**src/design/pet_bus_defines.svh**
```systemverilog
// ~~~~~~~~~~~~~~~~~~~~~~~~~~~~~~
// bus widths, phi2 timing, ram size and apb register map
// ~~~~~~~~~~~~~~~~~~~~~~~~~~~~~~
`ifndef PET_BUS_DEFINES_SVH
`define PET_BUS_DEFINES_SVH

// 6502 system bus
`define BUS_ADDR_W 16
`define BUS_DATA_W 8

// fast clock cycles per phi2 half period
`define PHI2_HALF 4

// ram occupies 0x0000 upward, everything else floats
`define RAM_WORDS 2048
`define OPEN_BUS 8'hFF

// apb side
`define APB_ADDR_W 8
`define APB_DATA_W 32
`define REG_CMD 8'h00
`define REG_CTRL 8'h04

`endif

```
**src/design/phi2_gen.sv**
```systemverilog
// ~~~~~~~~~~~~~~~~~~~~~~~~~~~~~~
// phi2 divider with edge strobes
// ~~~~~~~~~~~~~~~~~~~~~~~~~~~~~~
`include "pet_bus_defines.svh"

module phi2_gen (
    input  logic cpu_clock_ne,
    input  logic rst_n_i,
    output logic phi2_o,
    output logic phi2_rise_o,
    output logic phi2_fall_o
);
    // wide enough for PHI2_HALF of 1
    localparam int CNT_W = $clog2(`PHI2_HALF + 1);

    logic [CNT_W-1:0] half_cnt;
    logic             phi2_q;

    // phi2 starts high and flips every PHI2_HALF cycles
    always_ff @(posedge cpu_clock_ne or negedge rst_n_i) begin
        if (!rst_n_i) begin
            half_cnt <= '0;
            phi2_o   <= 1'b1;
        end else if (half_cnt == CNT_W'(`PHI2_HALF - 1)) begin
            half_cnt <= '0;
            phi2_o   <= ~phi2_o;
        end else begin
            half_cnt <= half_cnt + 1'b1;
        end
    end

    // registered edge detect, strobes land one cycle after phi2 moves
    always_ff @(posedge cpu_clock_ne or negedge rst_n_i) begin
        if (!rst_n_i) begin
            phi2_q      <= 1'b1;
            phi2_rise_o <= 1'b0;
            phi2_fall_o <= 1'b0;
        end else begin
            phi2_q      <= phi2_o;
            phi2_rise_o <= phi2_o & ~phi2_q;
            phi2_fall_o <= ~phi2_o & phi2_q;
        end
    end
endmodule

```
**config.mk**
```make
export PLATFORM = sky130hd
export DESIGN_NAME = phi2_gen
export DESIGN_NICKNAME = d
export VERILOG_FILES = /design/src/design/phi2_gen.sv
export VERILOG_INCLUDE_DIRS = /design/src /design/src/design
export SDC_FILE = /design/constraint.sdc
export NUM_CORES = 1
export LEC_CHECK = 0
export ABC_CLOCK_PERIOD_IN_PS = 1500
export BUFFER_PORTS_ARGS = -buffer_cell sky130_fd_sc_hd__buf_4
export CAP_MARGIN = 20
export CORE_AREA = 5 5 42 44
export CTS_CLUSTER_DIAMETER = 40
export DETAILED_ROUTE_END_ITERATION = 10
export DIE_AREA = 0 0 47 49
export SYNTH_ARGS = -nofsm -noshare
export SYNTH_HDL_FRONTEND = slang
export SYNTH_SLANG_ARGS = --single-unit
```
**constraint.sdc**
```tcl
create_clock -name cpu_clock_ne -period 1.5 [get_ports cpu_clock_ne]
set_input_delay 0.075 -clock cpu_clock_ne [delete_from_list [all_inputs] [get_ports cpu_clock_ne]]
set_output_delay 0.075 -clock cpu_clock_ne [all_outputs]
set_load 0.05 [all_outputs]
```
==> results of run 1 <==
-- routing by layer --
| layer | part of all wire | global-route usage | wire, um |
|---|---|---|---|
| met1 | 0.41 | 0.0407 | 142 |
| met2 | 0.45 | 0.0566 | 156 |
| met3 | 0.13 | 0.0554 | 46 |
| met4 | 0 | 0.0276 | 0 |
| met5 | 0 | 0 | 0 |
-- registers in the layout, summed over array words and instances, names as in the netlist --
name	cells
half_cnt	3
phi2_fall_o	1
phi2_o	1
phi2_q	1
phi2_rise_o	1
-- cell usage after synthesis --
master	instances	share of area
ha_1	1	0.054
dfstp_2	2	0.23
nor2b_1	2	0.054
dfrtp_1	5	0.54
xnor2_1	1	0.038
nor2_1	1	0.016
nand2b_1	1	0.027
a21oi_1	1	0.022
inv_1	1	0.016
-- worst paths after layout --
kind                                     to  slack [ns]
worst min-delay path            phi2_fall_o        0.19
min in group cpu_clock_ne            phi2_q        0.39
worst max-delay path                 phi2_o        0.41
worst min register to register       phi2_q        0.39
worst max register to register       phi2_o        0.63
max in group asynchronous            phi2_o        1.11
-- logic make-up (layout without fill, tap and decap cells) --
logic type / count (synthesis) / count (layout) / share of synthesized area
flip-flops: 7 / 7 / 0.772
AND/OR/NAND/NOR: 4 / 4 / 0.0978
adder cells (fa/ha/maj): 1 / 1 / 0.0543
AO/OA/AOI/OAI: 1 / 1 / 0.0217
XOR/XNOR: 1 / 1 / 0.0381
buffers and inverters: 1 / 10 / 0.0163
-- power by group through the flow --
stage          clock (mW)  sequential, mW  combinational (mW)
3_3_place_gp            0           0.192             0.00472
6_report            0.163           0.190             0.00730
5_1_grt             0.183           0.189             0.00854
2_1_floorplan           0           0.192        0.0000000235
4_1_cts             0.176           0.189             0.00759
3_5_place_dp            0           0.192             0.00540
-- through the flow --
| step | power, mW | area (sq um) | hold slack (ns) | worst slack [ns] | std cells |
|---|---|---|---|---|---|
| floorplan | 0.192 | 230 | -0.221 | 0.572 | 15 |
| global placement | 0.197 | 280 | -0.117 | 0.657 | 35 |
| detailed placement | 0.198 | 280 | -0.109 | 0.622 | 35 |
| CTS | 0.373 | 317 | 0.177 | 0.386 | 40 |
| global route | 0.380 | 317 | 0.197 | 0.364 | 40 |
| finish | 0.360 | 317 | 0.191 | 0.409 | 40 |
-- final cells by class --
class	count	area, sq um
sequential	7	178
inverter	1	3.75
clock buffer	4	26.3
tap	16	20.0
multi-input combinational	7	48.8
timing repair buffer	5	40.0
fill	158	1080
-- timing repair --
action	CTS	global route
endpoints found under the hold margin	7	0
buffers inserted	0	0
hold buffers	1	0
resized for setup	0	0
==> metrics.md, run 1 <==
| Metric | Value |
|---|---|
| Status | `completed` |
| Largest net degree at the start of global routing | `8` |
| Area Growth Syn to Fin | `37.5%` |
| Fin nets | `28` |
| Fin. max-slew vios | `0` |
| Clock share of power | `0.453` |
| Reg2reg path depth | `3` |
| Gr ovfl total | `0` |
| Warnings, synthesis | `0` |
| Cell area after synthesis | `roughly 230 sq um` |
| Bufs and invs on worst path | `1` |
| Internal | `between 0.2 and 0.3 mW` |
| Crit path max-delay cell type | `dfstp_2` |
| RSZ-0062 raised after global routing | `no` |
| WL per Instance | `8.63 um` |
| WL final | `roughly 350 um` |
| Core Rows | `14` |
| H-tree depth | `1` |
| Syn nets | `18` |
| Max-Cap Viols | `0` |
| Clock transition at the registers of the reported paths | `around 0.05 ns` |
| Fin util | `0.226` |
| Gr usage total | `0.0455` |
| Min-Delay Path Class | `in -> async` |
| Most frequent cells in the layout | `dfrtp_1 (5), buf_4 (4), clkbuf_4 (3)` |
| # DRC | `0` |
| #FFs+latches synth | `7` |
| Min Clock Period, post-route | `around 1.1 ns` |
| Sw frac | `0.183` |
| Die Span Y | `a little under 50 um` |
| Combinational power share | `0.020` |
| CP Class | `reg -> out` |
| DR vias/cell | `3.55` |
| NetSw | `between 0.06 and 0.07 mW` |
| Final hold violations | `0` |
| Cell variety after synth | `9` |
| Logic depth of the worst path, buffers included | `1` |
| CTS buffer count | `3` |
| First drt pass iteration count | `1` |
| Vias | `around 140` |
| DRT iter0 DRCs | `0` |
| CP Launch Point | `phi2_o` |
| IO Count | `5` |
| Worst Max-Slew Pin Slew | `0.131 ns` |
| Die Wd | `between 40 and 50 um` |
| # setup viols final | `0` |
| CTS tree | `yes` |
| Initial antenna violation count | `0` |
| Port bufs | `4` |
| Synth Instances | `15` |
| Register area share after synthesis | `0.772` |
| Max Fclk | `0.917 GHz` |
| Crit-path max FO | `5` |
| Required time of the worst setup path | `between 1 and 1.5 ns` |
| Crit share post-route | `0.727` |
| Layout cell share with drive strength beyond 1 | `0.375` |
| Cell Pwr Density | `1140 nW/um^2` |
| Sequential fraction of design power | `0.527` |
| Crit path launch type | `flip-flop` |
| Number of global-route vias before repair | `between 150 and 200` |
| Layout Skew | `about 0.0023 ns` |
| Slew margin rel. | `0.912` |
| Setup TNS | `0 ns` |
| Clock Sink Count | `7` |
| Crit-path cells | `buf_4` |
| Worst VDD drop | `0.348 mV` |
| Root Driver | `clkbuf_4` |
| CP max stage delay | `~0.56 ns` |
| CP Capture Type | `output pin` |
| Most common cell after layout, fill and taps aside | `dfrtp_1` |
| Final GP Congestion | `0.681` |
| Antenna Nets Post-Route | `0` |
| Leakage | `about 0.14 nW` |
| First-pass GRT wire length | `about 660 um` |
| Avg Cell Area, Syn | `approximately 15 sq um` |
| Starting Density | `0.164` |
| Worst path top cell family by delay | `flip-flops` |
| Ant diodes | `0` |
| Max clock buf depth | `2` |
| Insertion delay to the later sink of the worst-skew pair | `between 0.2 and 0.25 ns` |
| CP Data Arrival Time | `between 1 and 1.5 ns` |
| Die ar. | `around 2300 sq um` |
| R2R Path Start | `half_cnt[0]` |
| Core area | `1400 sq um` |
No activity file was read; power rests on OpenSTA's default activity.
==> inputs of run 2 (changes only) <==
Settings changed: ABC_CLOCK_PERIOD_IN_PS 1500 to 1000.
Clock period 1.5 ns to 1 ns, I/O delays scaled along.
==> run 2 against run 1 <==
Effect of this change: global-route usage is 0.071 points lower; sequential cell count unchanged; setup slack lost 0.39 ns; routed wire length grew 0.58%.
==> metrics.md, run 2 (same netlist as run 1, synthesis figures left out) <==
| Metric | Value |
|---|---|
| Core area | `1400 sq um (unchanged)` |
| Layout cell share with drive strength beyond 1 | `0.400 (+0.0250)` |
| Crit share post-route | `0.978` |
| Min-Delay Path Class | `in -> async` |
| Final GP Congestion | `0.681 (unchanged)` |
| Combinational power share | `0.020 (about the same)` |
| Final std cells w/o fill | `41 (+2.5%)` |
| Number of global-route vias before repair | `165 (-1.8%)` |
| Placed insts | `35 (unchanged)` |
| Vias | `141 (-0.70%)` |
| NetSw | `0.0996 mW (+51%)` |
| Max-Cap Viols | `0 (unchanged)` |
| Sequential fraction of design power | `0.526 (about the same)` |
| Multi-input gate area | `48.8 sq um (unchanged)` |
| DRT iter0 DRCs | `0 (unchanged)` |
| CTS tree | `yes` |
| Final hold violations | `0 (unchanged)` |
| CP Capture Type | `output pin` |
| WL final | `347 um (+0.58%)` |
| Fin. max-slew vios | `0 (unchanged)` |
| Worst VDD drop | `0.525 mV (+51%)` |
| GRT Max-Usage Layer | `met3` |
| Register bank with the most flops | `half_cnt` |
| Insertion delay to the later sink of the worst-skew pair | `0.24 ns (about the same)` |
| CTS buffer count | `3 (unchanged)` |
| Antenna Nets Post-Route | `0 (unchanged)` |
| Sw frac | `0.184 (+0.00124)` |
| GR Util met3 | `0.0554 (unchanged)` |
| Most frequent cells in the layout | `dfrtp_1 (5), buf_4 (4), clkbuf_4 (3)` |
| Internal | `0.441 mW (+50%)` |
| Root Driver | `clkbuf_4` |
| Max reg flops | `3 (unchanged)` |
| First-pass GRT wire length | `641 um (-2.1%)` |
| Crit-path cells | `buf_8` |
| Leakage | `0.151 nW (+5.0%)` |
| Clock transition at the registers of the reported paths | `0.05 ns (about the same)` |
| Most common cell after layout, fill and taps aside | `dfrtp_1` |
| Clock share of power | `0.454 (about the same)` |
| Worst path top cell family by delay | `flip-flops` |
| Core Rows | `14 (unchanged)` |
| Slew margin rel. | `0.906 (-0.00622)` |
| DR vias/cell | `3.44 (-3.1%)` |
| Die Span Y | `49 um (unchanged)` |
| Starting Density | `0.164 (unchanged)` |
| Required time of the worst setup path | `0.95 ns (-0.47 ns)` |
| CP Data Arrival Time | `0.93 ns (-0.09 ns)` |
| Max clock buf depth | `2 (unchanged)` |
| Gr usage total | `0.0448 (-0.000711)` |
| Crit path launch type | `flip-flop` |
| Fill cells | `158 (unchanged)` |
| Fin util | `0.237 (+0.0107)` |
| RSZ-0062 raised after global routing | `yes` |
| Status | `completed` |
| H-tree depth | `1 (unchanged)` |
| Bufs and invs on worst path | `1 (unchanged)` |
| Area Growth Syn to Fin | `44.0%` |
| Met2 usage | `0.0543 (-0.00226)` |
| Ant diodes | `0 (unchanged)` |
| Gr ovfl total | `0 (unchanged)` |
| Max Fclk | `just over 1 GHz` |
| First drt pass iteration count | `1 (unchanged)` |
| Worst Max-Slew Pin Slew | `0.140 ns (+0.00926 ns)` |
| Die Wd | `47 um (unchanged)` |
| Crit path max-delay cell type | `dfstp_2` |
| CP Class | `reg -> out` |
| Setup TNS | `0 ns (unchanged)` |
| Die ar. | `2300 sq um (unchanged)` |
| Crit-path max FO | `2 (-3)` |
| Fin nets | `29 (+3.6%)` |
| Min Clock Period, post-route | `~0.98 ns` |
| Clock Sink Count | `7 (unchanged)` |
| Port bufs | `4 (unchanged)` |
| IO Count | `5 (unchanged)` |
| M1 GR Usage | `0.0407 (unchanged)` |
| CP max stage delay | `0.54 ns (-0.02 ns)` |
| Initial antenna violation count | `0 (unchanged)` |
| Layout Skew | `0.00304 ns (+0.000737 ns)` |
| Largest net degree at the start of global routing | `8 (unchanged)` |
| # setup viols final | `0 (unchanged)` |
| WL per Instance | `8.46 um (-1.9%)` |
| Sequential Area | `178 sq um (unchanged)` |
| # DRC | `0 (unchanged)` |
| Cell Pwr Density | `1630 nW/um^2 (+43%)` |
-- run 2: cell types whose count changed in the layout (fill, tap and decap cells not counted), sizes merged --
cell	before	now
buf	4	5
-- run 2: final cells by class --
| class | count | share of cell area |
|---|---|---|
| sequential | 7 | 0.536 |
| tap | 16 | 0.0604 |
| clock buffer | 4 | 0.0792 |
| inverter | 1 | 0.0113 |
| multi-input combinational | 7 | 0.147 |
| timing repair buffer | 6 | 0.166 |
-- run 2: power by group through the flow --
stage          Sequential (mW)  Clock [mW]  Combinational, mW
6_report                 0.284       0.246             0.0108
5_1_grt                  0.284       0.274             0.0126
4_1_cts                  0.284       0.265             0.0114
3_5_place_dp             0.289           0            0.00810
3_3_place_gp             0.289           0            0.00709
2_1_floorplan            0.289           0       0.0000000235
-- run 2: worst paths after layout --
check / startpoint / to / slack (ns) / depth (start not counted)
worst min register to register: half_cnt[0] / half_cnt[0] / 0.43 / 1
worst max-delay path: phi2_o / phi2_o / 0.02 / 1
max in group asynchronous: rst_n_i / phi2_o / 0.64 / 2
worst max register to register: half_cnt[0] / phi2_o / 0.12 / 3
min in group cpu_clock_ne: half_cnt[0] / half_cnt[0] / 0.43 / 1
worst min-delay path: rst_n_i / phi2_fall_o / 0.16 / 2
-- run 2: per-layer routing --
layer	routed length (um)	share of wire
met2	157	0.45
met4	0	0
met3	46	0.13
met5	0	0
met1	143	0.41
-- run 2: what timing repair did --
item	in CTS	in global routing
endpoints found under the setup margin	1	1
endpoints found under the hold margin	7	0
resized for setup	2	0
hold buffers	1	0
buffers inserted	1	0
-- run 2: through the flow --
stage	power, mW	setup WS [ns]	hold WS (ns)	cell area, sq um
floorplan	0.289	0.0718	-0.246	230
finish	0.541	0.0225	0.157	332
global route	0.571	-0.0125	0.159	332
CTS	0.560	0.00212	0.152	332
detailed placement	0.297	0.122	-0.134	280
global placement	0.296	0.157	-0.142	280
==> inputs of run 3 (changes only) <==
Settings changed: CORE_AREA 5 5 42 44 to 2 2 39 41, DIE_AREA 0 0 47 49 to 0 0 41 43.
==> run 3 against run 2 <==
Effect of this change: worst hold slack better by 0.0021 ns; clock skew decreased by 0.0017 ns; sequential power about the same; final cell count stayed put; critical path depth did not move; maximum frequency fell by 0.80%; combinational power about the same; sequential cell count did not move; core utilization up 0.30 points; largest cell class unchanged; largest power group unchanged.
==> metrics.md, run 3 (same netlist as run 1, synthesis figures left out) <==
| Metric | Value |
|---|---|
| DRT iter0 DRCs | `3 (+3)` |
| Fin nets | `29 (unchanged)` |
| Port bufs | `4 (unchanged)` |
| Min-Delay Path Class | `in -> async` |
| CP Capture Type | `output pin` |
| RSZ-0062 raised after global routing | `yes` |
| DR vias/cell | `3.59 (+4.3%)` |
| Min Clock Period, post-route | `0.985 ns (+0.00784 ns)` |
| Largest net degree at the start of global routing | `8 (unchanged)` |
| Worst path top cell family by delay | `flip-flops` |
| Number of global-route vias before repair | `182 (+10%)` |
| Max clock buf depth | `2 (unchanged)` |
| Clock Sink Count | `7 (unchanged)` |
| CP Data Arrival Time | `0.94 ns (about the same)` |
| Die ar. | `1760 sq um (-23%)` |
| H-tree depth | `1 (unchanged)` |
| Initial antenna violation count | `0 (unchanged)` |
| First drt pass iteration count | `2 (+1)` |
| # DRC | `0 (unchanged)` |
| Crit-path cells | `buf_8` |
| Slew margin rel. | `0.907 (about the same)` |
| Worst VDD drop | `0.947 mV (+80%)` |
| Max reg flops | `3 (unchanged)` |
| IO Count | `5 (unchanged)` |
| WL per Instance | `9.27 um (+9.5%)` |
| Starting Density | `0.166 (+0.00208)` |
| Vias | `147 (+4.3%)` |
| Final GP Congestion | `0.502 (-26%)` |
| Crit path launch type | `flip-flop` |
| Fin. max-slew vios | `0 (unchanged)` |
| CP Class | `reg -> out` |
| Antenna Nets Post-Route | `0 (unchanged)` |
| Root Driver | `clkbuf_4` |
| Insertion delay to the later sink of the worst-skew pair | `0.25 ns (about the same)` |
| Required time of the worst setup path | `0.95 ns (about the same)` |
| Area Growth Syn to Fin | `44.0% (unchanged)` |
| Max Fclk | `1.01 GHz (-0.80%)` |
| Max-Cap Viols | `0 (unchanged)` |
| CTS buffer count | `3 (unchanged)` |
| # setup viols final | `0 (unchanged)` |
| RR Endpoint | `phi2_o` |
| Final hold violations | `0 (unchanged)` |
| Gr ovfl total | `0 (unchanged)` |
| Core Rows | `14 (unchanged)` |
| Register-to-register setup slack | `0.10 ns (-0.02 ns)` |
| CTS tree | `yes` |
| Die Span Y | `43 um (-12%)` |
| Die Wd | `41 um (-13%)` |
| First-pass GRT wire length | `683 um (+6.6%)` |
| Crit-path max FO | `2 (unchanged)` |
| Status | `completed` |
| Area of placed instances | `280 sq um (unchanged)` |
| Fin util | `0.240 (+0.00299)` |
| CP max stage delay | `0.54 ns (about the same)` |
| Register bank with the most flops | `half_cnt` |
| Layout Skew | `0.00135 ns (-0.00168 ns)` |
| Ant diodes | `0 (unchanged)` |
| Core area | `1380 sq um (-1.2%)` |
| Layout cell share with drive strength beyond 1 | `0.400 (unchanged)` |
| Design area | `332 sq um (unchanged)` |
| Most frequent cells in the layout | `dfrtp_1 (5), buf_4 (4), clkbuf_4 (3)` |
| Leakage | `0.151 nW (unchanged)` |
| R2R Path Start | `half_cnt[0]` |
| Gr usage total | `0.0649 (+0.0201)` |
| Reg2reg path depth | `3 (unchanged)` |
| Crit path max-delay cell type | `dfstp_2` |
| Bufs and invs on worst path | `1 (unchanged)` |
| Crit share post-route | `0.985 (+0.00784)` |
| Cell Pwr Density | `1640 nW/um^2 (+0.40%)` |
| Most common cell after layout, fill and taps aside | `dfrtp_1` |
| Worst Max-Slew Pin Slew | `0.139 ns (-0.00122 ns)` |
| Clock transition at the registers of the reported paths | `0.05 ns (about the same)` |
| WL final | `380 um (+9.5%)` |
-- run 3: cell counts in the layout (fill, tap and decap cells not counted) --
No cell type changed its count.
-- run 3: per-layer routing --
metal	share of wire	up-vias	track usage
met4	0.016	0	0.0400
met1	0.36	72	0.0565
met3	0.15	2	0.0785
met5	0	-	0
met2	0.47	8	0.0813
li1	-	65	-
-- run 3: worst max path at each step --
stage | end | cells past startpoint | start
6_report | phi2_o | 1 | phi2_o
3_5_place_dp | phi2_o | 3 | half_cnt[0]
2_1_floorplan | phi2_rise_o | 1 | phi2_o
3_3_place_gp | phi2_o | 3 | half_cnt[0]
4_1_cts | phi2_o | 1 | phi2_o
5_1_grt | phi2_o | 1 | phi2_o
-- run 3: worst reg2reg max path, stage by stage, from the launching register on --
cell and delay [ns]:
dfrtp_1 0.38, ha_1 0.23, nand2b_1 0.09, xnor2_1 0.12
-- run 3: area by class of cell --
class / count / area, sq um
clock buffer: 4 / 26.3
fill: 142 / 1050
inverter: 1 / 3.75
multi-input combinational: 7 / 48.8
sequential: 7 / 178
tap: 16 / 20.0
timing repair buffer: 6 / 55.1
-- run 3: report_power, final --
group / leakage, nW / total [mW] / switching [mW] / internal, mW
clock network: 0.0150 / 0.248 / 0.0960 / 0.152
registers: 0.0817 / 0.284 / 0 / 0.284
logic: 0.0548 / 0.0108 / 0.00565 / 0.00517
-- run 3: what timing repair did --
item	4_1_cts	5_1_grt
setup endpoints to repair	1	1
hold buffers	1	0
pin swaps	0	0
setup buffers	1	0
endpoints found under the hold margin	7	0
gates resized for setup	2	0
-- run 3: stage by stage --
step	TNS [ns]	hold slack [ns]	power [mW]	setup WS, ns	std cells
after floorplan	0	-0.246	0.289	0.0718	15
after global placement	0	-0.141	0.296	0.160	35
after detailed placement	0	-0.136	0.296	0.111	35
after CTS	0	0.150	0.557	0.00490	41
after global routing	-0.0222	0.157	0.589	-0.0222	41
final	0	0.159	0.543	0.0146	41
