[src/design/pet_bus_defines.svh]
// ~~~~~~~~~~~~~~~~~~~~~~~~~~~~~~
// bus widths, phi2 timing, ram size and apb register map
// ~~~~~~~~~~~~~~~~~~~~~~~~~~~~~~
`ifndef PET_BUS_DEFINES_SVH
`define PET_BUS_DEFINES_SVH

// 6502 system bus
`define BUS_ADDR_W 16
`define BUS_DATA_W 8

// fast clock cycles per phi2 half period
`define PHI2_HALF 4

// ram occupies 0x0000 upward, everything else floats
`define RAM_WORDS 2048
`define OPEN_BUS 8'hFF

// apb side
`define APB_ADDR_W 8
`define APB_DATA_W 32
`define REG_CMD 8'h00
`define REG_CTRL 8'h04

`endif

[src/design/pet_bus_pkg.sv]
// ~~~~~~~~~~~~~~~~~~~~~~~~~~~~~~
// bus request type and apb command/status word
// ~~~~~~~~~~~~~~~~~~~~~~~~~~~~~~
`include "pet_bus_defines.svh"

package pet_bus_pkg;

    // one manual bus cycle as handed to the sequencer
    typedef struct packed {
        logic                   we;
        logic [`BUS_ADDR_W-1:0] addr;
        logic [`BUS_DATA_W-1:0] wdata;
    } bus_req_t;

    // the CMD register word, read and written with different layouts
    typedef union packed {
        // write layout: [24] we, [23:8] addr, [7:0] data
        struct packed {
            logic [`APB_DATA_W-`BUS_ADDR_W-`BUS_DATA_W-2:0] spare;
            logic                                           we;
            logic [`BUS_ADDR_W-1:0]                         addr;
            logic [`BUS_DATA_W-1:0]                         data;
        } cmd_view;
        // read layout: [31] busy, [30] run, [7:0] last read byte
        struct packed {
            logic                                busy;
            logic                                run;
            logic [`APB_DATA_W-`BUS_DATA_W-3:0]  spare;
            logic [`BUS_DATA_W-1:0]              rdata;
        } status_view;
    } cmd_word_u;

endpackage

[src/design/bus_ifs.sv]
// ~~~~~~~~~~~~~~~~~~~~~~~~~~~~~~
// bus_req_if and pet_bus_if
// ~~~~~~~~~~~~~~~~~~~~~~~~~~~~~~
`include "pet_bus_defines.svh"

// manual request path, apb port to sequencer
interface bus_req_if;
    import pet_bus_pkg::*;

    // valid holds with req until accept pulses
    logic                   valid;
    bus_req_t               req;
    logic                   accept;
    // done pulses at the end of the bus cycle, rdata valid alongside
    logic                   done;
    logic [`BUS_DATA_W-1:0] rdata;
    // run mode hands the bus to the cpu ports
    logic                   run;

    modport master (
        output valid,
        output req,
        output run,
        input  accept,
        input  done,
        input  rdata
    );

    modport slave (
        input  valid,
        input  req,
        input  run,
        output accept,
        output done,
        output rdata
    );
endinterface

// system bus, sequencer to memory
interface pet_bus_if;
    logic [`BUS_ADDR_W-1:0] addr;
    logic [`BUS_DATA_W-1:0] wdata;
    logic                   we_n;
    logic [`BUS_DATA_W-1:0] rdata;
    // end of cycle strobe, write commit point
    logic                   phi2_fall;

    modport master (
        output addr,
        output wdata,
        output we_n,
        output phi2_fall,
        input  rdata
    );

    modport slave (
        input  addr,
        input  wdata,
        input  we_n,
        input  phi2_fall,
        output rdata
    );
endinterface

[src/design/bus_sequencer.sv]
// ~~~~~~~~~~~~~~~~~~~~~~~~~~~~~~
// bus cycle sequencer, manual or cpu source
// ~~~~~~~~~~~~~~~~~~~~~~~~~~~~~~
`include "pet_bus_defines.svh"

module bus_sequencer (
    input  logic                   cpu_clock_ne,
    input  logic                   rst_n_i,
    input  logic                   phi2_rise_i,
    input  logic                   phi2_fall_i,
    input  logic [`BUS_ADDR_W-1:0] cpu_addr_i,
    input  logic [`BUS_DATA_W-1:0] cpu_wdata_i,
    input  logic                   cpu_we_i,
    input  logic                   cpu_ready_i,
    output logic                   cpu_ready_o,
    output logic [`BUS_DATA_W-1:0] cpu_rdata_o,
    bus_req_if.slave               req,
    pet_bus_if.master              bus
);
    logic [`BUS_ADDR_W-1:0] nxt_addr;
    logic [`BUS_DATA_W-1:0] nxt_wdata;
    logic                   nxt_we;
    logic                   take_manual;
    logic                   cyc_manual;
    logic                   done_q;
    logic [`BUS_DATA_W-1:0] rdata_q;

    // a pending manual request only goes out with the cpu parked
    assign take_manual = req.valid && !req.run;
    assign req.accept  = phi2_fall_i && take_manual;

    // source select for the next bus cycle
    always_comb begin
        if (req.run) begin
            nxt_addr  = cpu_addr_i;
            nxt_wdata = cpu_wdata_i;
            nxt_we    = cpu_we_i;
        end else if (take_manual) begin
            nxt_addr  = req.req.addr;
            nxt_wdata = req.req.wdata;
            nxt_we    = req.req.we;
        end else begin
            // idle, keep the address and drop back to read
            nxt_addr  = bus.addr;
            nxt_wdata = bus.wdata;
            nxt_we    = 1'b0;
        end
    end

    // launch on the cycle after the fall strobe, mimics 65C02 hold time
    always_ff @(posedge cpu_clock_ne or negedge rst_n_i) begin
        if (!rst_n_i) begin
            bus.addr   <= '0;
            bus.wdata  <= '0;
            bus.we_n   <= 1'b1;
            cyc_manual <= 1'b0;
            done_q     <= 1'b0;
        end else begin
            // the launch edge also closes the previous cycle
            done_q <= phi2_fall_i && cyc_manual;
            if (phi2_fall_i) begin
                bus.addr   <= nxt_addr;
                bus.wdata  <= nxt_wdata;
                bus.we_n   <= ~nxt_we;
                cyc_manual <= take_manual;
            end
        end
    end

    // read data captured mid cycle, held until the next rise
    always_ff @(posedge cpu_clock_ne) begin
        if (phi2_rise_i) begin
            rdata_q <= bus.rdata;
        end
    end

    assign req.done      = done_q;
    assign req.rdata     = rdata_q;
    assign cpu_rdata_o   = rdata_q;
    assign bus.phi2_fall = phi2_fall_i;

    // cpu stalls unless run mode is on
    assign cpu_ready_o = cpu_ready_i && req.run;
endmodule

[src/flat_wrapper.sv]
// flat-port wrapper written by rule: the top's interface ports become plain ports
module bus_sequencer_flat 
  (cpu_clock_ne, rst_n_i, phi2_rise_i, phi2_fall_i, cpu_addr_i, cpu_wdata_i, cpu_we_i, cpu_ready_i, cpu_ready_o, cpu_rdata_o, req_valid, req_req, req_run, req_accept, req_done, req_rdata, bus_addr, bus_wdata, bus_we_n, bus_phi2_fall, bus_rdata);
  bus_req_if req_i ();
  pet_bus_if bus_i ();
  input  logic cpu_clock_ne;
  input  logic rst_n_i;
  input  logic phi2_rise_i;
  input  logic phi2_fall_i;
  input  logic [`BUS_ADDR_W-1:0] cpu_addr_i;
  input  logic [`BUS_DATA_W-1:0] cpu_wdata_i;
  input  logic cpu_we_i;
  input  logic cpu_ready_i;
  output logic cpu_ready_o;
  output logic [`BUS_DATA_W-1:0] cpu_rdata_o;
  input wire logic [$bits(req_i.valid)-1:0] req_valid;
  input wire logic [$bits(req_i.req)-1:0] req_req;
  input wire logic [$bits(req_i.run)-1:0] req_run;
  output wire logic [$bits(req_i.accept)-1:0] req_accept;
  output wire logic [$bits(req_i.done)-1:0] req_done;
  output wire logic [$bits(req_i.rdata)-1:0] req_rdata;
  output wire logic [$bits(bus_i.addr)-1:0] bus_addr;
  output wire logic [$bits(bus_i.wdata)-1:0] bus_wdata;
  output wire logic [$bits(bus_i.we_n)-1:0] bus_we_n;
  output wire logic [$bits(bus_i.phi2_fall)-1:0] bus_phi2_fall;
  input wire logic [$bits(bus_i.rdata)-1:0] bus_rdata;
  assign req_i.valid = req_valid;
  assign req_i.req = req_req;
  assign req_i.run = req_run;
  assign req_accept = req_i.accept;
  assign req_done = req_i.done;
  assign req_rdata = req_i.rdata;
  assign bus_addr = bus_i.addr;
  assign bus_wdata = bus_i.wdata;
  assign bus_we_n = bus_i.we_n;
  assign bus_phi2_fall = bus_i.phi2_fall;
  assign bus_i.rdata = bus_rdata;
  bus_sequencer u_core (.cpu_clock_ne(cpu_clock_ne), .rst_n_i(rst_n_i), .phi2_rise_i(phi2_rise_i), .phi2_fall_i(phi2_fall_i), .cpu_addr_i(cpu_addr_i), .cpu_wdata_i(cpu_wdata_i), .cpu_we_i(cpu_we_i), .cpu_ready_i(cpu_ready_i), .cpu_ready_o(cpu_ready_o), .cpu_rdata_o(cpu_rdata_o), .req(req_i), .bus(bus_i));
endmodule
[config.mk]
export PLATFORM = sky130hd
export DESIGN_NAME = bus_sequencer_flat
export DESIGN_NICKNAME = d
export VERILOG_FILES = /design/src/design/pet_bus_pkg.sv /design/src/design/bus_ifs.sv /design/src/design/bus_sequencer.sv /design/src/flat_wrapper.sv
export VERILOG_INCLUDE_DIRS = /design/src /design/src/design
export SDC_FILE = /design/constraint.sdc
export NUM_CORES = 1
export LEC_CHECK = 0
export BUFFER_PORTS_ARGS = -buffer_cell sky130_fd_sc_hd__buf_2
export CORE_ASPECT_RATIO = 0.9
export CORE_MARGIN = 1.5
export CORE_UTILIZATION = 44
export DETAILED_ROUTE_END_ITERATION = 8
export GPL_TIMING_DRIVEN = 0
export PLACE_DENSITY = 0.84
export SETUP_SLACK_MARGIN = 0.5
export SYNTH_ARGS = -nofsm -noshare
export SYNTH_HDL_FRONTEND = slang
export SYNTH_SLANG_ARGS = --single-unit
export TNS_END_PERCENT = 20
[constraint.sdc]
create_clock -name cpu_clock_ne -period 1.6 [get_ports cpu_clock_ne]
set_input_delay 0.16 -clock cpu_clock_ne [delete_from_list [all_inputs] [get_ports cpu_clock_ne]]
set_output_delay 0.16 -clock cpu_clock_ne [all_outputs]
set_load 0.02 [all_outputs]
==> flow_summary_export.csv, run 1 <==
group,metric,value,unit
outcome,run_status,"finished clean",
placement,placement.io_buffers,108,
setup_path,setup.worst_path.class,"reg2out",
sta,final_critical_path_setup_slack,0.478,ns
grt,grt_usage,0.224,
grt,global_route.usage.met1,0.252,
sta,finalSetupViolations,0,
drt,drc,0,
placement,post_dp_cell_area,0.00220,sq mm
logic_synthesis,yosys_warnings,0,
clock_network,cts-root-buf,"clkbuf_8",
job,timing.max_cap.violations,0,
logic_synthesis,post_synth_instance_area,0.00160,sq mm
logic_synthesis,ys_top_cells_by_count,"26 x dfrtp_1, 26 x nor2_1, 25 x o22ai_1",
sta,worst_tran_pin_value,0.592,ns
drt,antenna_violating_nets_post_route,0,
grt,grt-ovfl-total,0,
floorplanning,dieArea,0.00401,sq mm
layout,layout-drive-gt1-share,0.525,
worst_hold_path,holdCritStartpoint,"bus_rdata[1]",
sta,whs,0.0543,ns
setup_path,critical_path.endpoint_type,"output port",
power,irDropWorstVdd,641,uV
sta,hold_violations,0,
clock_network,clkLatencyLatePin,0.28,ns
setup_path,crit_slowest_cell,"dfstp_2",
logic_synthesis,synth_cell_type_count,19,
drt,vias_per_cell,5.33,
setup_path,cp-start-kind,"register",
power,power,2.33,mW
placement,minimum_setup_slack_after_placement,0.374,ns
logic_synthesis,synth_area_per_cell,11.1,sq um
placement,finalWeightedCongestion,0.813,
grt,grtUsageMet2,0.391,
clock_network,cts-htree-levels,2,
sta,clock.fmax,0.891,GHz
setup_path,timing.critical_path.cells,"buf_2",
setup_path,critical_path.top_delay_family,"flip-flops",
clock_network,cts-buffers-inserted,5,
layout,final_cells,305,
grt,grt_pass1_wl,6.49,mm
logic_synthesis,synth.net_count,209,
logic_synthesis,seq_area_frac_synth,0.573,
logic_synthesis,synth_top_area_share,0.406,
sta,timing.max_slew.rel_slack,0.606,
worst_hold_path,holdCritPathClass,"in2reg",
grt,grt_start_max_net_pins,28,
drt,drtIter0Drc,60,
floorplanning,initial_utilization,0.467,
drt,wl_per_cell,13.9,um
logic_synthesis,number_of_synthesized_flops_with_an_enable_pin,8,
setup_path,reg2reg_from,"u_core.bus.wdata[7]$_DFFE_PN0P_",
drt,route.final.wire_length,4.24,mm
layout,synthToLayoutAreaGrowth,44.1,%
sta,tns,0,ns
setup_path,worstPathMaxFanout,2,
setup_path,critPathRequiredTime,1.44,ns
floorplanning,design.core.area,0.00343,sq mm
logic_synthesis,post-synth-top-area-cell,"dfrtp_1",
layout,design.final.nets,325,
grt,grt_use_met3,0.0716,
layout,final_std_cell_area_no_fill,0.00231,sq mm
logic_synthesis,syn_inst,144,
floorplanning,die_extent_in_y,60.2,um
layout,final_core_util,0.673,
power,p_leak,1.09,nW
layout,fill_cells,296,
sta,maxSlewViolCount,0,
setup_path,critPathBufInv,1,
logic_synthesis,ys_seq_elements,35,
grt,grt-busiest-layer,"met2",
placement,dp_hpwl,3.26,mm
setup_path,crit_start,"u_core.bus.we_n$_DFFE_PN1P_",
clock_network,clock_tree.buffer_depth,2,
layout,antenna_cells,0,
floorplanning,placement_rows,20,
sta,finalCritPeriodShare,0.702,
clock_network,cts_clock_pin_slew_for_the_worst_setup_and_hold_paths,0.07,ns
sta,grt_setup_unrepaired,"yes",
power,power.density_cell_area,1010,mW/mm^2
setup_path,arrival,0.96,ns
sta,timing.clock.skew,0.000208,ns
floorplanning,die_width,66.6,um
grt,grt_antenna_before_repair,0,
sta,period_needed,1.12,ns
logic_synthesis,async_reset_ff_frac,0.771,
logic_synthesis,synth_top_cells_by_area,"dfrtp_1 41%, edfxtp_1 15%, o32ai_1 12%",
grt,first_global_vias,1482,
setup_path,timing.critical_path.slowest_cell_delay,0.53,ns
drt,drt_pre_antenna_iters,4,
logic_synthesis,synth_top_flop_cell,"dfrtp_1",
floorplanning,ports_placed_on_the_boundary,110,
placement,placed_cells_incl_taps,296,
drt,route.vias.total,1626,
clock_network,clock_sinks,35,
clock_network,tritoncts,"done",
==> kinds of logic after synthesis <==
| group | synth area share |
|---|---|
| DFF | 0.573 |
| AOI/OAI and AO/OA | 0.237 |
| and+or+nand+nor | 0.0899 |
| buffers and inverters | 0.100 |
==> worst paths after layout <==
check | depth (start not counted) | to | slack, ns
worst min-delay path | 1 | u_core.cpu_rdata_o[1]$_DFFE_PP_ | 0.05
max in group asynchronous | 2 | u_core.bus.addr[7]$_DFFE_PN0P_ | 0.78
worst max register to register | 2 | u_core.bus.wdata[7]$_DFFE_PN0P_ | 0.85
worst min register to register | 2 | u_core.req.done$_DFF_PN0_ | 0.49
min in group asynchronous | 2 | u_core.bus.addr[4]$_DFFE_PN0P_ | 0.42
worst max-delay path | 1 | bus_we_n | 0.48
==> sequential cells by signal, summed over array words and instances (netlist names) <==
register            flops
u_core.bus.addr        16
u_core.bus.wdata        8
u_core.req.done         1
u_core.bus.we_n         1
u_core.cpu_rdata_o      8
u_core.cyc_manual       1
==> worst reg2reg max path: stages, from the launching register on <==
cell and delay [ns]:
dfrtp_1 0.40, o22ai_1 0.18, nor2_1 0.06
==> area by class of cell <==
cell class	instances	area [sq um]	area share
Clock buffer	6	72.6	0.0315
Tap cell	44	55.1	0.0239
Sequential cell	35	917	0.398
Timing Repair Buffer	109	563	0.244
Buffer	22	159	0.0689
Multi-Input combinational cell	85	524	0.227
Inverter	2	7.51	0.00325
Clock inverter	2	8.76	0.00380
==> cells in the final DEF (no fill, tap or decap), drive strengths merged <==
cell type    count
a21oi            3
a22o             1
and2             1
buf            126
clkbuf          10
clkinv           2
dfrtp           26
dfstp            1
dlygate4sd3      1
edfxtp           8
inv              2
nand2            2
nand2b           3
nand3b           1
nor2            26
o22ai           25
o32ai           22
or2              1
==> timing repair <==
| action | in CTS | in global routing |
|---|---|---|
| hold buffers | 1 | 0 |
| pin swaps | 0 | 0 |
| buffers inserted | 0 | 0 |
| gates resized for setup | 3 | 5 |
| hold endpoints to repair | 26 | 0 |
| setup endpoints to repair | 11 | 11 |
==> routing by layer <==
layer / vias to the layer above / wire length [um]
li1: 776 / -
met1: 768 / 1710
met4: 0 / 58
met3: 7 / 370
met2: 75 / 2100
met5: - / 0
==> where the power goes <==
| part | internal (mW) | switching [mW] | total, mW |
|---|---|---|---|
| combinational | 0.265 | 0.366 | 0.631 |
| sequential | 1.03 | 0.0810 | 1.11 |
| clock | 0.299 | 0.289 | 0.588 |
| total | 1.59 | 0.736 | 2.33 |
No activity file was read; power rests on OpenSTA's default activity.
==> run 2, diff against run 1 <==
--- a/config.mk
+++ b/config.mk
@@ -9,10 +9,10 @@
 export BUFFER_PORTS_ARGS = -buffer_cell sky130_fd_sc_hd__buf_2
 export CORE_ASPECT_RATIO = 0.9
 export CORE_MARGIN = 1.5
-export CORE_UTILIZATION = 44
+export CORE_UTILIZATION = 41
 export DETAILED_ROUTE_END_ITERATION = 8
 export GPL_TIMING_DRIVEN = 0
-export PLACE_DENSITY = 0.84
+export PLACE_DENSITY = 0.79
 export SETUP_SLACK_MARGIN = 0.5
 export SYNTH_ARGS = -nofsm -noshare
 export SYNTH_HDL_FRONTEND = slang
==> constraint.sdc (replaced) <==
create_clock -name cpu_clock_ne -period 1.1 [get_ports cpu_clock_ne]
set_input_delay 0.11 -clock cpu_clock_ne [delete_from_list [all_inputs] [get_ports cpu_clock_ne]]
set_output_delay 0.11 -clock cpu_clock_ne [all_outputs]
set_load 0.02 [all_outputs]
==> run 2 against run 1 <==
Final cell count rose by 4.9%. Global-route usage fell by 0.23 points. Clock-buffer cell count did not move. Clock power increased by 46%. The flow now finishes with violations (negative hold slack). Hold slack got worse by 0.21 ns. Via count grew 8.5%. Routed wire length is 33% higher. Critical path depth rose by 1. Combinational power rose by 120%. Critical path type unchanged. Worst setup slack worse by 0.45 ns. Sequential cell count did not move. Non-clock buffer count is 13 higher. Largest cell class is now buffers.
==> flow_summary_export.csv, run 2 (synthesized netlist as in run 1, its figures left out) <==
group,metric,value,unit
drt,drtIter0Drc,132,
layout,mostFrequentLayoutCells,"64 x buf_2, 54 x buf_6, 26 x dfrtp_1, 24 x nor2_1, 17 x o32ai_2",
sta,grt_setup_unrepaired,"yes",
floorplanning,dieArea,0.00429,sq mm
clock_network,clock_sinks,35,
power,p_leak,1.35,nW
setup_path,worstPathMaxFanout,2,
layout,synthToLayoutAreaGrowth,89.6,%
floorplanning,die_extent_in_y,62.3,um
floorplanning,initial_utilization,0.429,
grt,grt-busiest-layer,"met2",
grt,global_route.usage.met1,0.288,
clock_network,cts-buffers-inserted,5,
setup_path,cp-start-kind,"register",
floorplanning,die_width,68.9,um
grt,grt_antenna_before_repair,0,
setup_path,setup.worst_path.class,"reg2out",
power,power.density_cell_area,1300,mW/mm^2
sta,finalCritPeriodShare,0.977,
setup_path,crit_start,"u_core.cpu_rdata_o[1]$_DFFE_PP_",
setup_path,critPathRequiredTime,0.99,ns
setup_path,timing.critical_path.slowest_cell_delay,0.42,ns
clock_network,cts-root-buf,"clkbuf_8",
sta,hold_violations,26,
grt,grt_pass1_wl,7.11,mm
drt,vias_per_cell,5.51,
clock_network,cts_clock_pin_slew_for_the_worst_setup_and_hold_paths,0.07,ns
sta,period_needed,1.07,ns
clock_network,clkLatencyLatePin,0.28,ns
placement,placement.io_buffers,108,
drt,antenna_violating_nets_post_route,0,
sta,worst_tran_pin_value,0.628,ns
drt,route.final.wire_length,5.65,mm
layout,antenna_cells,0,
placement,finalWeightedCongestion,0.838,
setup_path,critical_path.endpoint_type,"output port",
placement,dp_hpwl,3.30,mm
grt,grtUsageMet2,0.347,
layout,design.final.nets,338,
setup_path,critPathBufInv,2,
grt,first_global_vias,1640,
outcome,run_status,"complete, but fails checks",
grt,grt_usage,0.222,
floorplanning,ports_placed_on_the_boundary,110,
sta,finalSetupViolations,0,
layout,mostFrequentLayoutCell,"buf_2",
drt,wl_per_cell,17.6,um
setup_path,critPathMostFrequentCell,"buf_6",
drt,drt_pre_antenna_iters,4,
grt,grt_start_max_net_pins,28,
power,power,3.95,mW
layout,layout-drive-gt1-share,0.693,
layout,fill_cells,210,
sta,whs,-0.157,ns
placement,post_dp_cell_area,0.00227,sq mm
clock_network,cts-htree-levels,2,
setup_path,reg2reg_from,"u_core.bus.wdata[1]$_DFFE_PN0P_",
clock_network,tritoncts,"done",
job,timing.max_cap.violations,0,
worst_hold_path,holdCritPathClass,"in2async",
sta,timing.clock.skew,0.0000838,ns
sta,clock.fmax,0.931,GHz
drt,drc,0,
drt,route.vias.total,1764,
sta,maxSlewViolCount,0,
sta,timing.max_slew.rel_slack,0.581,
setup_path,critical_path.top_delay_family,"flip-flops",
layout,largest_reg_flops,16,
layout,final_std_cell_area_no_fill,0.00304,sq mm
floorplanning,placement_rows,21,
grt,grt-ovfl-total,0,
setup_path,crit_slowest_cell,"edfxtp_1",
outcome,failed_checks,"negative hold slack",
clock_network,clock_tree.buffer_depth,2,
floorplanning,design.core.area,0.00373,sq mm
setup_path,arrival,0.96,ns
grt,grt_use_met3,0.0670,
setup_path,timing.critical_path.cells,"buf_6 > buf_6",
layout,register_containing_the_most_flip_flops_in_the_final_layout,"u_core.bus.addr",
power,irDropWorstVdd,697,uV
==> run 2: final cells by class <==
type / count / area, sq um / area share
Sequential cell: 35 / 917 / 0.302
Buffer: 22 / 241 / 0.0795
Inverter: 2 / 7.51 / 0.00247
Clock buffer: 6 / 72.6 / 0.0239
Tap cell: 46 / 57.6 / 0.0190
Timing Repair Buffer: 122 / 935 / 0.308
Clock inverter: 2 / 7.51 / 0.00247
Multi-Input combinational cell: 85 / 798 / 0.263
==> run 2: what timing repair did <==
| item | in CTS | in global routing |
|---|---|---|
| pin swaps | 0 | 58 |
| buffers inserted | 3 | 11 |
| gates resized for setup | 26 | 132 |
| endpoints found under the hold margin | 29 | 28 |
| setup endpoints to repair | 71 | 72 |
==> run 2: layer usage <==
metal | vias up | wire length, um
met5 | - | 0
met4 | 0 | 88
met3 | 8 | 502
met2 | 110 | 2950
met1 | 844 | 2110
li1 | 802 | -
==> run 2: final timing paths <==
kind	cells after the start	end	slack (ns)
hold reg to reg	2	u_core.req.done$_DFF_PN0_	0.49
min in group cpu_clock_ne	1	u_core.cpu_rdata_o[2]$_DFFE_PP_	0
setup / recovery	2	req_rdata[1]	0.03
max in group asynchronous	1	u_core.bus.addr[5]$_DFFE_PN0P_	0.85
setup reg to reg	3	u_core.bus.wdata[1]$_DFFE_PN0P_	0.20
hold / removal	1	u_core.bus.addr[15]$_DFFE_PN0P_	-0.16
==> run 2: where the power goes <==
part	switching (mW)	internal (mW)	total [mW]
logic	0.645	0.761	1.41
registers	0.190	1.50	1.69
clock network	0.426	0.431	0.857
total	1.26	2.69	3.95
==> run 2: metrics by stage <==
step	hold slack, ns	worst slack [ns]	instances	TNS [ns]	utilization
after floorplan	-0.186	0.130	144	0	-
after global placement	0.157	-0.168	298	-1.04	0.608
after detailed placement	0.158	-0.152	298	-1.25	0.608
after CTS	-0.149	0.0195	309	0	0.657
after global routing	-0.116	-0.00591	320	-0.0162	0.814
final	-0.157	0.0257	320	0	0.814
